$ cat src/verilog/pio_mem_pkg.sv
// ~~~~~~~~~~~~~~~~~~~~~~~~~~~~~~
// PIO lookup table package.
// Widths, vector types and request and response
// structs shared by the host bridge, the lookup
// engine and the table memory.
// ~~~~~~~~~~~~~~~~~~~~~~~~~~~~~~
`default_nettype none

package pio_mem_pkg;

	// PIO bus width for both address and data.
	localparam int PIO_NBITS = 32;

	// Table entry width and index width.
	localparam int TBL_WIDTH = 32;
	localparam int TBL_DEPTH_NBITS = 10;

	// Address bits 31..16 that select the table.
	localparam logic [15:0] MEM_REGION = 16'h0001;

	typedef logic [PIO_NBITS-1:0] pio_word_t;
	typedef logic [TBL_WIDTH-1:0] tbl_data_t;
	typedef logic [TBL_DEPTH_NBITS-1:0] tbl_index_t;
	// One enable bit per byte lane.
	typedef logic [TBL_WIDTH/8-1:0] tbl_be_t;

	// ~~~~~~~~~~~~~~~~~~~~~~~~~~~~~~
	// Host side.
	// ~~~~~~~~~~~~~~~~~~~~~~~~~~~~~~
	typedef struct packed {
		pio_word_t addr;
		pio_word_t wdata;
		logic      write;
	} host_req_t;

	// Err marks an access outside the table region.
	typedef struct packed {
		pio_word_t rdata;
		logic      err;
	} host_rsp_t;

	// ~~~~~~~~~~~~~~~~~~~~~~~~~~~~~~
	// Lookup side.
	// ~~~~~~~~~~~~~~~~~~~~~~~~~~~~~~
	// Learn set means a byte write, clear means a lookup.
	typedef struct packed {
		tbl_index_t index;
		logic       learn;
		tbl_data_t  data;
		tbl_be_t    be;
	} lkp_req_t;

	typedef struct packed {
		tbl_index_t index;
		tbl_data_t  data;
	} lkp_rsp_t;

endpackage

`default_nettype wire
$ cat src/verilog/pio_host_bridge.sv
// ~~~~~~~~~~~~~~~~~~~~~~~~~~~~~~
// Host to PIO bridge.
// Takes one host request at a time, decodes the
// table region, drives the PIO bus on the slow
// strobe and returns the response.
// ~~~~~~~~~~~~~~~~~~~~~~~~~~~~~~
`default_nettype none

module pio_host_bridge
	import pio_mem_pkg::*;
#(
	parameter int PIO_DIV = 4
) (
	input  wire             clk,
	input  wire             rst_n,

	// Host side.
	input  wire             host_req_valid,
	input  wire  host_req_t host_req,
	output logic            host_req_ready,
	output logic            host_rsp_valid,
	output host_rsp_t       host_rsp,

	// Slow-clock strobe.
	output logic            clk_div,

	// PIO bus.
	output pio_word_t       reg_addr,
	output pio_word_t       reg_din,
	output logic            reg_rd,
	output logic            reg_wr,
	output logic            reg_ms,
	input  wire             mem_ack,
	input  wire  pio_word_t mem_rdata
);

	localparam int CNT_NBITS = (PIO_DIV > 1) ? $clog2(PIO_DIV) : 1;

	typedef enum logic [1:0] {
		IDLE,
		ISSUE,
		WAIT_ACK,
		RESP
	} state_t;

	state_t               state;
	logic [CNT_NBITS-1:0] div_cnt;
	host_req_t            req_q;
	logic                 mem_ack_q;
	logic                 accept;
	logic                 in_region;
	logic                 issue;
	logic                 ack_rise;

	assign accept = (state == IDLE) & host_req_valid & host_req_ready;
	assign in_region = (host_req.addr[PIO_NBITS-1:16] == MEM_REGION);
	// Issue only on a strobe, so mem_ack has dropped from the last access.
	assign issue = (state == ISSUE) & clk_div;
	assign ack_rise = (state == WAIT_ACK) & mem_ack & ~mem_ack_q;

	// ~~~~~~~~~~~~~~~~~~~~~~~~~~~~~~
	// Strobe divider.
	// ~~~~~~~~~~~~~~~~~~~~~~~~~~~~~~
	always_ff @(posedge clk or negedge rst_n) begin
		if (!rst_n) begin
			div_cnt <= '0;
			clk_div <= 1'b0;
		end else begin
			if (div_cnt == CNT_NBITS'(PIO_DIV - 1)) begin
				div_cnt <= '0;
			end else begin
				div_cnt <= div_cnt + 1'b1;
			end
			clk_div <= (div_cnt == CNT_NBITS'(PIO_DIV - 1));
		end
	end

	// ~~~~~~~~~~~~~~~~~~~~~~~~~~~~~~
	// Request FSM.
	// ~~~~~~~~~~~~~~~~~~~~~~~~~~~~~~
	always_ff @(posedge clk or negedge rst_n) begin
		if (!rst_n) begin
			state <= IDLE;
			host_req_ready <= 1'b0;
			host_rsp_valid <= 1'b0;
			reg_rd <= 1'b0;
			reg_wr <= 1'b0;
			reg_ms <= 1'b0;
			mem_ack_q <= 1'b0;
		end else begin
			// Pulses by default.
			host_rsp_valid <= 1'b0;
			reg_rd <= issue & ~req_q.write;
			reg_wr <= issue & req_q.write;
			reg_ms <= issue;
			mem_ack_q <= mem_ack;
			case (state)
				IDLE: begin
					host_req_ready <= ~accept;
					if (accept) begin
						if (in_region) begin
							state <= ISSUE;
						end else begin
							// Out of region, answer at once.
							host_rsp_valid <= 1'b1;
							state <= RESP;
						end
					end
				end
				ISSUE: begin
					if (issue) begin
						state <= WAIT_ACK;
					end
				end
				WAIT_ACK: begin
					if (ack_rise) begin
						host_rsp_valid <= 1'b1;
						state <= RESP;
					end
				end
				default: begin
					host_req_ready <= 1'b1;
					state <= IDLE;
				end
			endcase
		end
	end

	// Request and response payload.
	always_ff @(posedge clk) begin
		if (accept) begin
			req_q <= host_req;
		end
		if (accept && !in_region) begin
			host_rsp.rdata <= '0;
			host_rsp.err <= 1'b1;
		end else if (ack_rise) begin
			// Writes carry no data back.
			host_rsp.rdata <= req_q.write ? '0 : mem_rdata;
			host_rsp.err <= 1'b0;
		end
		if (issue) begin
			reg_addr <= req_q.addr;
			reg_din <= req_q.wdata;
		end
	end

endmodule

`default_nettype wire

$ cat config.mk
export PLATFORM = sky130hd
export DESIGN_NAME = pio_host_bridge
export DESIGN_NICKNAME = d
export VERILOG_FILES = /design/src/verilog/pio_mem_pkg.sv /design/src/verilog/pio_host_bridge.sv
export SDC_FILE = /design/constraint.sdc
export NUM_CORES = 1
export LEC_CHECK = 0
export BUFFER_PORTS_ARGS = -buffer_cell sky130_fd_sc_hd__clkbuf_2
export CAP_MARGIN = 0
export CORE_UTILIZATION = 53
export DETAILED_ROUTE_END_ITERATION = 7
export PLACE_DENSITY = 0.84
export SLEW_MARGIN = 20
export SYNTH_ARGS = -nofsm -noshare
export SYNTH_HDL_FRONTEND = slang
export SYNTH_SLANG_ARGS = --single-unit
$ cat constraint.sdc
create_clock -name clk -period 7.35 [get_ports clk]
set_input_delay 1.1025 -clock clk [delete_from_list [all_inputs] [get_ports clk]]
set_output_delay 1.1025 -clock clk [all_outputs]
set_load 0.02 [all_outputs]
==> metrics.yaml <==
clocking:
  cts_max_level: 4
  numCtsBuffers: 17
  cts_resized: 0
  postCtsHoldBufs: 0
  clock_sinks: 173
  post_cts_buffers: 0
  clock_latency_ns: 0.53
  cts_tree: "built"
  clkSlewWorstSetupHoldPaths_ns: 0.06
  cts-root-buf: "clkbuf_8"
  cts_buffer_depth: 2
sta:
  setup_viol: 0
  clock_skew_ns: 0.0166
  finalHoldViolCount: 0
  rsz0062_at_grt: "false"
  slew_viol_final: 0
  hold_slack_ns: 0.415
  setup_tns_ns: 0
  tightest_slew_ns: 0.848
  fmax_ghz: 0.425
  maxSlewHeadroom_pct: 43.5
  period_share_pct: 32.0
  min_period_ns: 2.36
die:
  die_height_um: 106
  boundaryPins: 204
  rows: 37
  initial_utilization_pct: 54.8
  core_area_um2: 10400
  dieArea_um2: 11100
  dieWidth_um: 106
logic_synthesis:
  postSynthCellCount: 316
  synth_cell_types: 26
  synthTopCellsByArea: "edfxtp_1 (68%), dfxtp_1 (12%), dfrtp_1 (4.8%), nor3b_1 (4.2%), a21oi_1 (2.9%)"
  avgSynthCellArea_um2: 18.0
  async_flop_share_pct: 6.36
  synth_top_area_share_pct: 68.2
  synth_fp_nets: 422
  synth-seq-area-share_pct: 84.6
  synth_ff_type: "edfxtp_1"
  yosysTopAreaCell: "edfxtp_1"
  synth-edff-count: 129
  ys_ff_latch: 173
  synth_area_um2: 5680
  ys_warn_count: 0
drt:
  drc: 0
  topRoutingLayerUsed: "met4"
  vias: 3444
  dr_wl_met3_um: 1100
  wl_met2_um: 6000
  wire_per_inst_um: 18.0
  vias_per_cell: 5.10
  met1_length_um: 4880
  drtIter0Drc: 269
  wl_um: 12100
  drtPass1Iterations: 4
  ant_nets: 0
critical_path:
  path_class: "reg -> reg"
  required_ns: 7.75
  critPathBufInv: 2
  cpLargestDelayFamily: "simple AND/OR/NAND/NOR gates"
  slowest_stage: "buf_4"
  max_stage_delay_ns: 0.65
  crit_chain: "inv_1 > ha_1 > and3_2 > buf_4 > and2_4 > nor2_1"
  cp.arrival_ns: 2.75
  crit_path_max_fanout: 67
  critPathLaunchType: "flop"
  end_kind: "flop"
power:
  powerDensity_nw_per_um2: 386
  power_leakage_nw: 3.01
  ir_worst_vdd_mv: 0.192
placed_design:
  dp_hpwl_um: 7820
  io_buffers: 203
  globalplace.congestion: 0.761
flow_run:
  cap_violations: 0
finish:
  most-common-layout-cells: "clkbuf_2 (203), edfxtp_1 (129), nor2_1 (34)"
  layout_commonest_cell: "clkbuf_2"
  layout.nets: 633
  post-route-util_pct: 70.8
  syn_to_final_growth_pct: 29.2
  layout-drive-gt1-share_pct: 45.1
  fillers: 673
  antenna_cells: 0
min_path:
  holdCritPathClass: "reg -> reg"
global_routing:
  antenna_found_initial: 0
  grt_max_degree: 68
  grt_pass1_vias: 3341
  overflow: 0
  grt_pass1_wl_um: 18100
  track_usage_pct: 22.6
status:
  outcome: "finished clean"
## through the flow
stage	setup slack, ns	total power, W	instances	instance area (µm²)
finish	4.99	0.00284	675	7340
global route	4.79	0.00295	675	7340
CTS	4.96	0.00286	674	7330
detailed placement	4.53	0.00204	643	6790
global placement	4.64	0.00199	643	6790
floorplan	3.86	0.00180	316	5680
## registers in the layout, summed over array words and instances, names as in the netlist
| register | cells |
|---|---|
| reg_ms | 1 |
| reg_din | 32 |
| reg_wr | 1 |
| host_rsp | 33 |
| state | 2 |
| div_cnt | 2 |
| req_q | 65 |
| reg_addr | 32 |
| clk_div | 1 |
| reg_rd | 1 |
| host_req_ready | 1 |
| mem_ack_q | 1 |
| host_rsp_valid | 1 |
## layer usage
metal	global-route usage, %	vias up
met4	7.34	0
met3	8.91	14
met1	27.2	1654
li1	-	1592
met2	37.4	184
met5	0	-
## worst register-to-register path, cell delays in order (launching register included)
cell and delay (ns):
dfrtp_1 0.42, inv_1 0.10, ha_1 0.23, and3_2 0.19, buf_4 0.65, and2_4 0.54
nor2_1 0.11
## cells by family after synthesis
group	after synthesis	share of synthesized area (%)
buffers and inverters	18	1.96
muxes	1	0.176
DFF	173	84.6
and+or+nand+nor	82	8.65
adders and majority gates	5	1.10
AOI/OAI and AO/OA	37	3.48
## report_power, final
group,internal [W],leakage (nW),switching [W],total (W)
Sequential,0.00132,1.58,0.000104,0.00143
Clock,0.000447,0.252,0.000360,0.000807
Combinational,0.000187,1.18,0.000416,0.000603
## final cells by class
class                      count  area, µm²  share of cell area [%]
clock inverter                14        119                    1.62
inverter                       3       11.3                   0.153
multi-input combinational    125        764                    10.4
sequential                   173       4810                    65.5
timing repair buffer         207       1050                    14.3
clock buffer                  17        414                    5.64
tap                          136        170                    2.32
## final timing paths
check | slack (ns) | to | start | cells past startpoint
worst max-delay path | 4.99 | host_rsp[12] | state[0] | 6
worst min-delay path | 0.42 | reg_addr[21] | req_q[54] | 0
worst max register to register | 4.99 | host_rsp[12] | state[0] | 6
worst min register to register | 0.42 | reg_addr[21] | req_q[54] | 0
max in group asynchronous | 6.68 | state[1] | rst_n | 1
min in group asynchronous | 0.45 | clk_div | rst_n | 1
## cells in the mapped netlist (2+ instances only)
| library cell | number |
|---|---|
| o31ai_1 | 2 |
| dfxtp_1 | 33 |
| nor4_2 | 3 |
| dfrtp_1 | 11 |
| inv_1 | 3 |
| a21oi_1 | 33 |
| clkbuf_1 | 9 |
| nor2b_1 | 2 |
| nor2_1 | 34 |
| edfxtp_1 | 129 |
| nor3b_1 | 32 |
| and3_1 | 2 |
| buf_8 | 3 |
| ha_1 | 5 |
| buf_2 | 2 |
| nand2_1 | 3 |
No activity file was read; power rests on OpenSTA's default activity.
