File: src/verilog/pio_mem_pkg.sv
// ~~~~~~~~~~~~~~~~~~~~~~~~~~~~~~
// PIO lookup table package.
// Widths, vector types and request and response
// structs shared by the host bridge, the lookup
// engine and the table memory.
// ~~~~~~~~~~~~~~~~~~~~~~~~~~~~~~
`default_nettype none

package pio_mem_pkg;

	// PIO bus width for both address and data.
	localparam int PIO_NBITS = 32;

	// Table entry width and index width.
	localparam int TBL_WIDTH = 32;
	localparam int TBL_DEPTH_NBITS = 10;

	// Address bits 31..16 that select the table.
	localparam logic [15:0] MEM_REGION = 16'h0001;

	typedef logic [PIO_NBITS-1:0] pio_word_t;
	typedef logic [TBL_WIDTH-1:0] tbl_data_t;
	typedef logic [TBL_DEPTH_NBITS-1:0] tbl_index_t;
	// One enable bit per byte lane.
	typedef logic [TBL_WIDTH/8-1:0] tbl_be_t;

	// ~~~~~~~~~~~~~~~~~~~~~~~~~~~~~~
	// Host side.
	// ~~~~~~~~~~~~~~~~~~~~~~~~~~~~~~
	typedef struct packed {
		pio_word_t addr;
		pio_word_t wdata;
		logic      write;
	} host_req_t;

	// Err marks an access outside the table region.
	typedef struct packed {
		pio_word_t rdata;
		logic      err;
	} host_rsp_t;

	// ~~~~~~~~~~~~~~~~~~~~~~~~~~~~~~
	// Lookup side.
	// ~~~~~~~~~~~~~~~~~~~~~~~~~~~~~~
	// Learn set means a byte write, clear means a lookup.
	typedef struct packed {
		tbl_index_t index;
		logic       learn;
		tbl_data_t  data;
		tbl_be_t    be;
	} lkp_req_t;

	typedef struct packed {
		tbl_index_t index;
		tbl_data_t  data;
	} lkp_rsp_t;

endpackage

`default_nettype wire
File: src/verilog/lookup_engine.sv
// ~~~~~~~~~~~~~~~~~~~~~~~~~~~~~~
// Packet-side lookup engine.
// Credit-controlled request FIFO, lookups read
// port B, learns byte-write port A.
// ~~~~~~~~~~~~~~~~~~~~~~~~~~~~~~
`default_nettype none

module lookup_engine
	import pio_mem_pkg::*;
#(
	parameter int DEPTH_NBITS = TBL_DEPTH_NBITS,
	parameter int WIDTH = TBL_WIDTH,
	parameter int LKP_CREDITS = 4
) (
	input  wire                    clk,
	input  wire                    rst_n,
	input  wire                    lkp_req_valid,
	input  wire  lkp_req_t         lkp_req,
	output logic                   lkp_credit,
	output logic                   lkp_rsp_valid,
	output lkp_rsp_t               lkp_rsp,
	// Port B read.
	output logic                   app_mem_rd,
	output logic [DEPTH_NBITS-1:0] addrb,
	input  wire  [WIDTH-1:0]       doutb,
	// Port A learn write.
	output logic [3:0]             wea,
	output logic [DEPTH_NBITS-1:0] addra,
	output logic [WIDTH-1:0]       dina
);

	localparam int PTR_NBITS = (LKP_CREDITS > 1) ? $clog2(LKP_CREDITS) : 1;
	localparam int CNT_NBITS = $clog2(LKP_CREDITS + 1);

	lkp_req_t             fifo_mem [LKP_CREDITS];
	logic [PTR_NBITS-1:0] wr_ptr;
	logic [PTR_NBITS-1:0] rd_ptr;
	logic [CNT_NBITS-1:0] count;
	lkp_req_t             head;
	logic                 pop;
	logic                 rd_s1;
	tbl_index_t           idx_s1;

	// Pointer step with wrap at the FIFO depth.
	function automatic logic [PTR_NBITS-1:0] ptr_inc(input logic [PTR_NBITS-1:0] p);
		if (p == PTR_NBITS'(LKP_CREDITS - 1)) begin
			return '0;
		end
		return p + 1'b1;
	endfunction

	// ~~~~~~~~~~~~~~~~~~~~~~~~~~~~~~
	// Request FIFO.
	// ~~~~~~~~~~~~~~~~~~~~~~~~~~~~~~
	// Credits keep the sender from overfilling.
	assign head = fifo_mem[rd_ptr];
	assign pop = (count != '0);

	always_ff @(posedge clk) begin
		if (lkp_req_valid) begin
			fifo_mem[wr_ptr] <= lkp_req;
		end
	end

	// Head drives the RAM in its pop cycle.
	assign app_mem_rd = pop & ~head.learn;
	assign addrb = head.index;
	assign wea = (pop && head.learn) ? head.be : '0;
	assign addra = head.index;
	assign dina = head.data;

	always_ff @(posedge clk or negedge rst_n) begin
		if (!rst_n) begin
			wr_ptr <= '0;
			rd_ptr <= '0;
			count <= '0;
			lkp_credit <= 1'b0;
			rd_s1 <= 1'b0;
			lkp_rsp_valid <= 1'b0;
		end else begin
			if (lkp_req_valid) begin
				wr_ptr <= ptr_inc(wr_ptr);
			end
			if (pop) begin
				rd_ptr <= ptr_inc(rd_ptr);
			end
			count <= count + CNT_NBITS'(lkp_req_valid) - CNT_NBITS'(pop);
			// One credit back per pop.
			lkp_credit <= pop;
			// Stage 1 waits on the RAM register.
			rd_s1 <= app_mem_rd;
			lkp_rsp_valid <= rd_s1;
		end
	end

	// Index rides along with the read.
	always_ff @(posedge clk) begin
		idx_s1 <= head.index;
		if (rd_s1) begin
			lkp_rsp.index <= idx_s1;
			lkp_rsp.data <= doutb;
		end
	end

endmodule

`default_nettype wire

File: config.mk
export PLATFORM = sky130hd
export DESIGN_NAME = lookup_engine
export DESIGN_NICKNAME = d
export VERILOG_FILES = /design/src/verilog/pio_mem_pkg.sv /design/src/verilog/lookup_engine.sv
export SDC_FILE = /design/constraint.sdc
export NUM_CORES = 1
export LEC_CHECK = 0
export BUFFER_PORTS_ARGS = -buffer_cell sky130_fd_sc_hd__buf_2
export CORE_MARGIN = 1
export CORE_UTILIZATION = 40
export DETAILED_ROUTE_END_ITERATION = 10
export GPL_TIMING_DRIVEN = 0
export PLACE_DENSITY_LB_ADDON = 0.12
export SLEW_MARGIN = 40
export SYNTH_ARGS = -nofsm -noshare
export SYNTH_HDL_FRONTEND = slang
export SYNTH_SLANG_ARGS = --single-unit
File: constraint.sdc
create_clock -name clk -period 4 [get_ports clk]
set_input_delay 0.2 -clock clk [delete_from_list [all_inputs] [get_ports clk]]
set_output_delay 0.2 -clock clk [all_outputs]
set_load 0.03 [all_outputs]
==> results.yml, run 1 <==
run_status:
  status: "complete, no violations"
placed_design:
  place_congestion: 0.6870
  dp.cells: 834
  port_buffers: 182
  dp_hpwl_mm: 10.23
floorplan:
  initial_core_util_pct: 40.75
  core-area_sq_mm: 0.02182
  die_h_microns: 151.1
  io_pins: 183
  dieArea_sq_mm: 0.02283
  fp-row-count: 54
  dieWidth_microns: 151.1
logic_synthesis:
  async_flop_share_pct: 4.000
  synth-seq-area-share_pct: 82.72
  syn-cell-area_sq_mm: 0.008894
  synth_cells: 368
  synth_top_cell_area_share_pct: 77.66
  synth_warnings: 0
  synth.top_cells.by_count: "edfxtp_1 (230), mux4_2 (41), buf_4 (15)"
  yosysMostFrequentCell: "edfxtp_1"
  ys_ff_latch: 250
  synth.distinct_cells: 22
  postSynthAreaPerCell_sq_um: 24.17
  syn_nets: 457
  yosysTopAreaCell: "edfxtp_1"
  synth-main-ff-cell: "edfxtp_1"
  synth_edf_count: 230
  synthTopCellsByArea: "edfxtp_1 (78%), mux4_2 (10%), dfrtp_1 (2.8%)"
layout:
  finalNonFillerCells: 964
  num_antenna_cells: 0
  drive_gt1_share_pct: 44.01
  final_nets: 753
  syn_to_final_growth_pct: 34.24
clock_tree:
  clk_pin_slew_ns: 0.06
  clock_latency_ns: 0.51
  clock_path_buffers: 3
  h-tree-depth: 1
  cts-resized-gates: 0
  post-cts-setup-buffers: 0
  cts_tree: "built"
  numCtsBuffers: 27
  clockRootBuffer: "clkbuf_16"
  clock-sinks: 250
detailed_routing:
  met2WireLength_mm: 8.522
  wl_met3_mm: 1.105
  antenna_left: 0
  routedWlPerCell_microns: 17.31
  dr.max_layer_used: "met4"
  wl_met1_mm: 6.781
  drtIter0Drc: 166
  totalWireLength_mm: 16.69
  via_per_inst: 4.671
  num_vias: 4503
  dr.pass1.iters: 4
  drc: 0
timing:
  drv_slew: 0
  setup_violations: 0
  tns_ns: 0
  post-route-min-period_ns: 2.402
  worstMarginPinSlew_ns: 0.5602
  hold_violations: 0
  finalCritPeriodShare_pct: 60.06
  skew_ns: 0.007843
  fmax_ghz: 0.4163
  maxSlewHeadroom_pct: 62.66
  rsz0062_at_grt: "no"
global_route:
  antenna_found_initial: 0
  first_global_vias: 4789
  grt_util_all_layers_pct: 14.72
  grt_overflow: 0
  grt_max_degree: 44
  grt_first_pass_wirelength_mm: 25.03
worst_setup_path:
  critical_path.max_fanout: 10
  worstPathArrival_ns: 2.20
  critPathCaptureType: "output port"
  reg2regPathDepth: 4
  critPathLaunch: "rd_ptr[1]"
  required_ns: 3.80
  endpoint: "addrb[2]"
  reg2reg_to: "fifo_mem[0][32]"
  r2r-start: "wr_ptr[0]"
  reg2reg_slack_ns: 2.33
  path_class: "reg -> out"
  crit_path_start_kind: "flop"
power:
  leakagePower_nw: 4.422
  irDropWorstVdd_mv: 0.4210
  pwr_density_cell_mw_per_mm2: 720.7
flow_run:
  maxCapViolations: 0
hold_path:
  hold_class: "in -> async"
-- placed cells by master (no fill, tap or decap), drive strengths merged --
cell type    synthesis  routed
edfxtp             230     230
buf                 22     208
dlygate4sd3          0      81
mux4                42      42
clkbuf               0      35
nand2               11      11
dfxtp               10      10
dfrtp               10      10
clkinv               0       8
mux2                 6       6
ha                   6       6
inv                  5       6
mux2i                5       5
and2                 5       5
o32ai                4       4
nor2                 4       4
bufinv               0       3
nor3                 2       2
xnor2                2       2
o21ai                2       2
clkinvlp             0       2
a21o                 1       1
fa                   1       1
-- cell families (layout without fill, tap and decap cells) --
family | after synthesis | count (layout) | synth area share [%]
adder cells (fa/ha/maj) | 7 | 7 | 1.069
AO/OA/AOI/OAI | 7 | 7 | 0.5909
buffers and inverters | 27 | 343 | 2.293
multiplexers | 53 | 53 | 12.00
flip-flops | 250 | 250 | 82.72
XOR/XNOR | 2 | 2 | 0.1970
AND/OR/NAND/NOR | 22 | 22 | 1.126
-- how the worst min path moves through the flow --
| stage | slack, ns | startpoint | depth (start not counted) | end |
|---|---|---|---|---|
| after floorplan | -0.1 | rst_n | 0 | count[0] |
| final | 0.11 | rst_n | 2 | lkp_rsp_valid |
| after global placement | 0.07 | rst_n | 1 | lkp_rsp_valid |
| after CTS | 0.07 | rst_n | 2 | lkp_rsp_valid |
| after detailed placement | 0.08 | rst_n | 1 | lkp_rsp_valid |
| after global routing | 0.12 | rst_n | 2 | rd_s1 |
-- flip-flops by register name, indices dropped and copies added, names as in the netlist --
name	flops
fifo_mem	188
lkp_rsp	42
idx_s1	10
count	3
rd_ptr	2
wr_ptr	2
lkp_credit	1
lkp_rsp_valid	1
rd_s1	1
-- timing repair --
item / 4_1_cts / 5_1_grt
hold buffers: 81 / 0
endpoints found under the hold margin: 232 / 0
endpoints found under the setup margin: 0 / 0
-- per-stage QoR --
step	power (W)	utilization [%]	cell area, sq um	hold slack, ns	setup WS [ns]
CTS	0.008746	54.71	11940	0.06836	1.521
global route	0.009015	54.71	11940	0.1203	1.468
floorplan	0.005454	-	8894	-0.09559	1.842
global placement	0.006183	46.53	10150	0.06897	0.8006
detailed placement	0.006250	46.96	10250	0.07526	2.083
finish	0.008605	54.71	11940	0.1111	1.598
-- where the power goes --
| part | internal, W | switching, W |
|---|---|---|
| combinational | 0.000981 | 0.00165 |
| clock | 0.00147 | 0.000945 |
| sequential | 0.00341 | 0.000148 |
| total | 0.00586 | 0.00274 |
-- critical path, stage by stage (launching register included) --
cell,delay [ns]
dfrtp_1,0.38
buf_6,0.16
buf_4,0.21
buf_4,0.24
mux4_2,0.38
buf_4,0.16
buf_2,0.16
-- final cells by class --
| cell class | instances | area (sq um) |
|---|---|---|
| plain buffers | 22 | 185.2 |
| multi-input cells | 91 | 1343 |
| repair buffers | 267 | 1802 |
| flip-flops and latches | 250 | 7361 |
| inverters | 5 | 18.77 |
| fillers | 1745 | 9884 |
| well taps | 280 | 350.3 |
| clock inverters | 14 | 153.9 |
| clock buffers | 35 | 725.7 |
-- per-layer routing --
layer / GRT usage [%] / vias up
met2: 26.33 / 141
li1: - / 2090
met4: 3.900 / 0
met1: 17.78 / 2247
met3: 3.464 / 25
met5: 0 / -
Note: power is estimated with default switching activity, not from simulation.
==> run 2, diff against run 1 <==
==> constraint.sdc (replaced) <==
create_clock -name clk -period 2.4 [get_ports clk]
set_input_delay 0.12 -clock clk [delete_from_list [all_inputs] [get_ports clk]]
set_output_delay 0.12 -clock clk [all_outputs]
set_load 0.03 [all_outputs]
==> results.yml, run 2 (synthesis gave the netlist of run 1 again) <==
run_status:
  status: "complete, no violations"
detailed_routing:
  totalWireLength_mm: 16.73
  routedWlPerCell_microns: 17.33
  antenna_left: 0
  via_per_inst: 4.668
  drc: 0
  num_vias: 4505
  dr.pass1.iters: 4
  drtIter0Drc: 162
floorplan:
  io_pins: 183
  dieWidth_microns: 151.1
  initial_core_util_pct: 40.75
  core-area_sq_mm: 0.02182
  dieArea_sq_mm: 0.02283
  die_h_microns: 151.1
  fp-row-count: 54
layout:
  final_nets: 754
  num_antenna_cells: 0
  drive_gt1_share_pct: 43.94
  syn_to_final_growth_pct: 34.44
  largest_reg_flops: 188
  reg_top3: "fifo_mem: 188 flops, lkp_rsp: 42 flops, idx_s1: 10 flops"
  final_cell_mix: "edfxtp_1 (230), buf_2 (183), dlygate4sd3_1 (82), mux4_2 (41), clkbuf_16 (27)"
  mostFrequentLayoutCell: "edfxtp_1"
  max_flop_register: "fifo_mem"
  finish.instance_area_sq_mm: 0.01196
global_route:
  first_global_vias: 4794
  grt_overflow: 0
  grt_first_pass_wirelength_mm: 25.07
  grt_util_all_layers_pct: 14.75
  grt_max_degree: 44
  antenna_found_initial: 0
worst_setup_path:
  reg2regPathDepth: 4
  required_ns: 2.28
  critical_path.max_fanout: 10
  r2r-start: "wr_ptr[0]"
  crit_path_start_kind: "flop"
  path_class: "reg -> out"
  worstPathArrival_ns: 2.15
  reg2reg_slack_ns: 0.73
  reg2reg_to: "fifo_mem[0][32]"
  critPathCaptureType: "output port"
power:
  switchingPower_w: 0.004570
  pwr-share-seq_pct: 41.3
  internal_power_w: 0.009785
  pwr_density_cell_mw_per_mm2: 1201
  clkPwrFrac_pct: 28.1
  leakagePower_nw: 4.429
  power_frac_comb_pct: 30.6
  irDropWorstVdd_mv: 0.6977
  swShare_pct: 31.83
clock_tree:
  clock_latency_ns: 0.52
  clock_path_buffers: 3
  clockRootBuffer: "clkbuf_16"
  clock-sinks: 250
  post-cts-setup-buffers: 0
  clk_pin_slew_ns: 0.06
  cts_tree: "built"
  numCtsBuffers: 27
  h-tree-depth: 1
timing:
  worstMarginPinSlew_ns: 0.5658
  tns_ns: 0
  hold_violations: 0
  skew_ns: 0.007707
  rsz0062_at_grt: "no"
  setup_ws_ns: 0.1296
  maxSlewHeadroom_pct: 62.28
  finalCritPeriodShare_pct: 94.60
  fmax_ghz: 0.4404
  setup_violations: 0
  drv_slew: 0
  post-route-min-period_ns: 2.270
hold_path:
  hold_depth: 2
  hold_class: "in -> reg"
  min_to: "lkp_rsp[21]"
  hp-start: "doutb[21]"
placed_design:
  place_congestion: 0.6870
  dp_hpwl_mm: 10.23
  postPlaceCellArea_sq_mm: 0.01025
  dp_slack_ns: 0.5634
  port_buffers: 182
flow_run:
  maxCapViolations: 0
==> run 2: how the worst max path moves through the flow <==
stage	start	endpoint	slack [ns]	depth (start not counted)
4_1_cts	rd_ptr[1]	addrb[5]	0.0006	6
2_1_floorplan	wr_ptr[0]	fifo_mem[0][0]	0.24	3
3_5_place_dp	rd_ptr[1]	addrb[2]	0.56	6
3_3_place_gp	wr_ptr[0]	fifo_mem[0][25]	-0.80	3
5_1_grt	rd_ptr[0]	addrb[0]	0.006	5
6_report	rd_ptr[0]	addrb[2]	0.13	5
==> run 2: through the flow <==
stage / util, % / std cells / total power, W / hold WS, ns
6_report: 54.79 / 965 / 0.01435 / 0.3159
5_1_grt: 54.79 / 965 / 0.01504 / 0.3000
4_1_cts: 54.75 / 965 / 0.01458 / 0.2969
3_5_place_dp: 46.96 / 834 / 0.01042 / -0.004735
3_3_place_gp: 46.53 / 830 / 0.01030 / -0.01103
2_1_floorplan: - / 368 / 0.009090 / -0.1756
==> run 2: metal layers <==
metal / vias to the layer above / part of all wire, % / track usage, %
met5: - / 0 / 0
met4: 0 / 1.6 / 3.900
met3: 25 / 6.6 / 3.464
met2: 139 / 51 / 26.42
met1: 2247 / 41 / 17.78
li1: 2094 / - / -
==> run 2: what timing repair did <==
action / CTS / global route
resized for setup: 0 / 2
hold buffers: 82 / 0
endpoints found under the hold margin: 233 / 0
setup endpoints to repair: 0 / 9
==> run 2: power by group through the flow <==
stage / Sequential (W) / Combinational, W / Clock [W]
after floorplan: 0.00629 / 0.00280 / 0
after global placement: 0.00604 / 0.00426 / 0
after CTS: 0.00595 / 0.00449 / 0.00413
after global routing: 0.00602 / 0.00473 / 0.00429
final: 0.00594 / 0.00439 / 0.00403
after detailed placement: 0.00604 / 0.00438 / 0
==> run 2: worst max-delay path, cell delays in order, from the launching register on <==
cell	delay [ns]
dfrtp_1	0.38
buf_6	0.18
buf_8	0.18
mux4_2	0.57
buf_4	0.16
buf_2	0.16
==> run 2: layout make-up <==
cell class              instances  area [sq um]
plain buffers                  22         192.7
clock buffers                  35         725.7
inverters                       5         18.77
repair buffers                268          1812
flip-flops and latches        250          7361
clock inverters                14         153.9
fillers                      1746          9867
well taps                     280         350.3
multi-input cells              91          1343
==> run 3, diff against run 2 <==
--- a/config.mk
+++ b/config.mk
@@ -6,6 +6,8 @@
 export NUM_CORES = 1
 export LEC_CHECK = 0
 export BUFFER_PORTS_ARGS = -buffer_cell sky130_fd_sc_hd__buf_2
+export CELL_PAD_IN_SITES_DETAIL_PLACEMENT = 0
+export CELL_PAD_IN_SITES_GLOBAL_PLACEMENT = 1
 export CORE_MARGIN = 1
 export CORE_UTILIZATION = 40
 export DETAILED_ROUTE_END_ITERATION = 10
==> results.yml, run 3 (synthesis gave the netlist of run 1 again) <==
flow_run:
  maxCapViolations: 0
clock_tree:
  clock_latency_ns: 0.52
  cts_tree: "built"
  clock-sinks: 250
  clockRootBuffer: "clkbuf_16"
  clock_path_buffers: 3
  post-cts-setup-buffers: 0
  h-tree-depth: 1
  clk_pin_slew_ns: 0.06
  numCtsBuffers: 26
worst_setup_path:
  worstPathArrival_ns: 2.15
  r2r-start: "wr_ptr[0]"
  critical_path.max_fanout: 10
  critPathLaunch: "rd_ptr[0]"
  crit_path_start_kind: "flop"
  path_class: "reg -> out"
  required_ns: 2.28
  critPathCaptureType: "output port"
layout:
  fillCellCount: 1737
  largest_reg_flops: 188
  final_nets: 752
  reg_top3: "fifo_mem: 188 flops, lkp_rsp: 42 flops, idx_s1: 10 flops"
  syn_to_final_growth_pct: 34.05
  final_cell_mix: "edfxtp_1 (230), buf_2 (183), dlygate4sd3_1 (82), mux4_2 (41), clkbuf_16 (26)"
  finalNonFillerCells: 963
  drive_gt1_share_pct: 43.63
  mostFrequentLayoutCell: "edfxtp_1"
  num_antenna_cells: 0
  max_flop_register: "fifo_mem"
floorplan:
  fp-row-count: 54
  core-area_sq_mm: 0.02182
  dieWidth_microns: 151.1
  io_pins: 183
  dieArea_sq_mm: 0.02283
  die_h_microns: 151.1
  initial_core_util_pct: 40.75
global_route:
  antenna_found_initial: 0
  grt_max_degree: 44
  grt_util_all_layers_pct: 14.94
  grt_overflow: 0
  first_global_vias: 4708
  grt_first_pass_wirelength_mm: 25.43
timing:
  finalCritPeriodShare_pct: 94.54
  rsz0062_at_grt: "no"
  worstMarginPinSlew_ns: 0.5468
  hold_violations: 0
  skew_ns: 0.01137
  tns_ns: 0
  fmax_ghz: 0.4408
  setup_violations: 0
  maxSlewHeadroom_pct: 63.55
  drv_slew: 0
  post-route-min-period_ns: 2.269
power:
  clkPwrFrac_pct: 27.6
  swShare_pct: 32.03
  leakagePower_nw: 4.406
  pwr_density_cell_mw_per_mm2: 1194
  internal_power_w: 0.009674
  power_frac_comb_pct: 30.8
  irDropWorstVdd_mv: 0.6119
  switchingPower_w: 0.004558
  pwr-share-seq_pct: 41.7
run_status:
  status: "complete, no violations"
detailed_routing:
  drc: 0
  dr.pass1.iters: 4
  num_vias: 4526
  antenna_left: 0
  via_per_inst: 4.700
  drtIter0Drc: 173
  routedWlPerCell_microns: 17.53
  totalWireLength_mm: 16.89
hold_path:
  hold_class: "in -> reg"
  hp-start: "doutb[23]"
placed_design:
  dp.cells: 834
  place_congestion: 0.6501
  port_buffers: 182
  dp_hpwl_mm: 10.34
[run 3: changes by cell type in the layout (fill, tap and decap cells not counted)]
cell       before  now
clkbuf_16      27   26
nor3_1          2    1
clkbuf_8        2    1
clkinv_4        1    0
clkinv_8        0    1
clkbuf_1        6    8
buf_4          14   13
nor3_2          0    1
inv_6           1    0
[run 3: layout make-up]
| cell class | instances | area, sq um | share of cell area [%] |
|---|---|---|---|
| buffer | 21 | 185.2 | 1.553 |
| clock buffer | 35 | 694.4 | 5.825 |
| clock inverter | 13 | 152.6 | 1.280 |
| inverter | 5 | 18.77 | 0.1574 |
| multi-input combinational | 91 | 1348 | 11.30 |
| sequential | 250 | 7361 | 61.74 |
| tap | 280 | 350.3 | 2.939 |
| timing repair buffer | 268 | 1812 | 15.20 |
[run 3: per-layer routing]
metal,share of wire [%],track usage [%]
met1,42,18.34
met2,50,25.92
met3,5.9,3.645
met4,2.5,4.750
met5,0,0
[run 3: path summary, 6_finish.rpt]
check | to | slack, ns | cells after the start
max in group asynchronous | rd_s1 | 1.36 | 3
min in group asynchronous | lkp_rsp_valid | 0.65 | 3
worst max register to register | fifo_mem[2][22] | 0.74 | 4
worst max-delay path | addrb[3] | 0.13 | 5
worst min-delay path | lkp_rsp[23] | 0.31 | 2
worst min register to register | lkp_rsp[32] | 0.40 | 0
[run 3: repair_timing]
| action | in CTS | in global routing |
|---|---|---|
| pin swaps | 0 | 0 |
| hold buffers | 82 | 0 |
| gates resized for setup | 1 | 2 |
| endpoints found under the setup margin | 2 | 6 |
| hold endpoints to repair | 233 | 0 |
[run 3: stage by stage]
step	setup WS (ns)	instance area [sq um]	hold slack, ns	util, %	total power (W)
final	0.1311	11920	0.3058	54.63	0.01423
after floorplan	0.2425	8894	-0.1756	-	0.009090
after global routing	0.01142	11920	0.2804	54.63	0.01493
after global placement	-0.8240	10150	-0.005487	46.53	0.01033
after detailed placement	0.5638	10250	0.008373	46.96	0.01042
after CTS	0.03540	11920	0.2817	54.62	0.01450
[run 3: critical path, cell delays in order, from the launching register on]
cell,delay (ns)
dfrtp_1,0.38
buf_6,0.18
buf_8,0.19
mux4_2,0.57
buf_4,0.15
buf_2,0.16
[run 3: power groups by stage]
stage               Combinational (W)  Clock, W  Sequential [W]
detailed placement            0.00438         0         0.00604
global route                  0.00472   0.00420         0.00601
global placement              0.00428         0         0.00605
floorplan                     0.00280         0         0.00629
finish                        0.00438   0.00392         0.00593
CTS                           0.00450   0.00404         0.00595
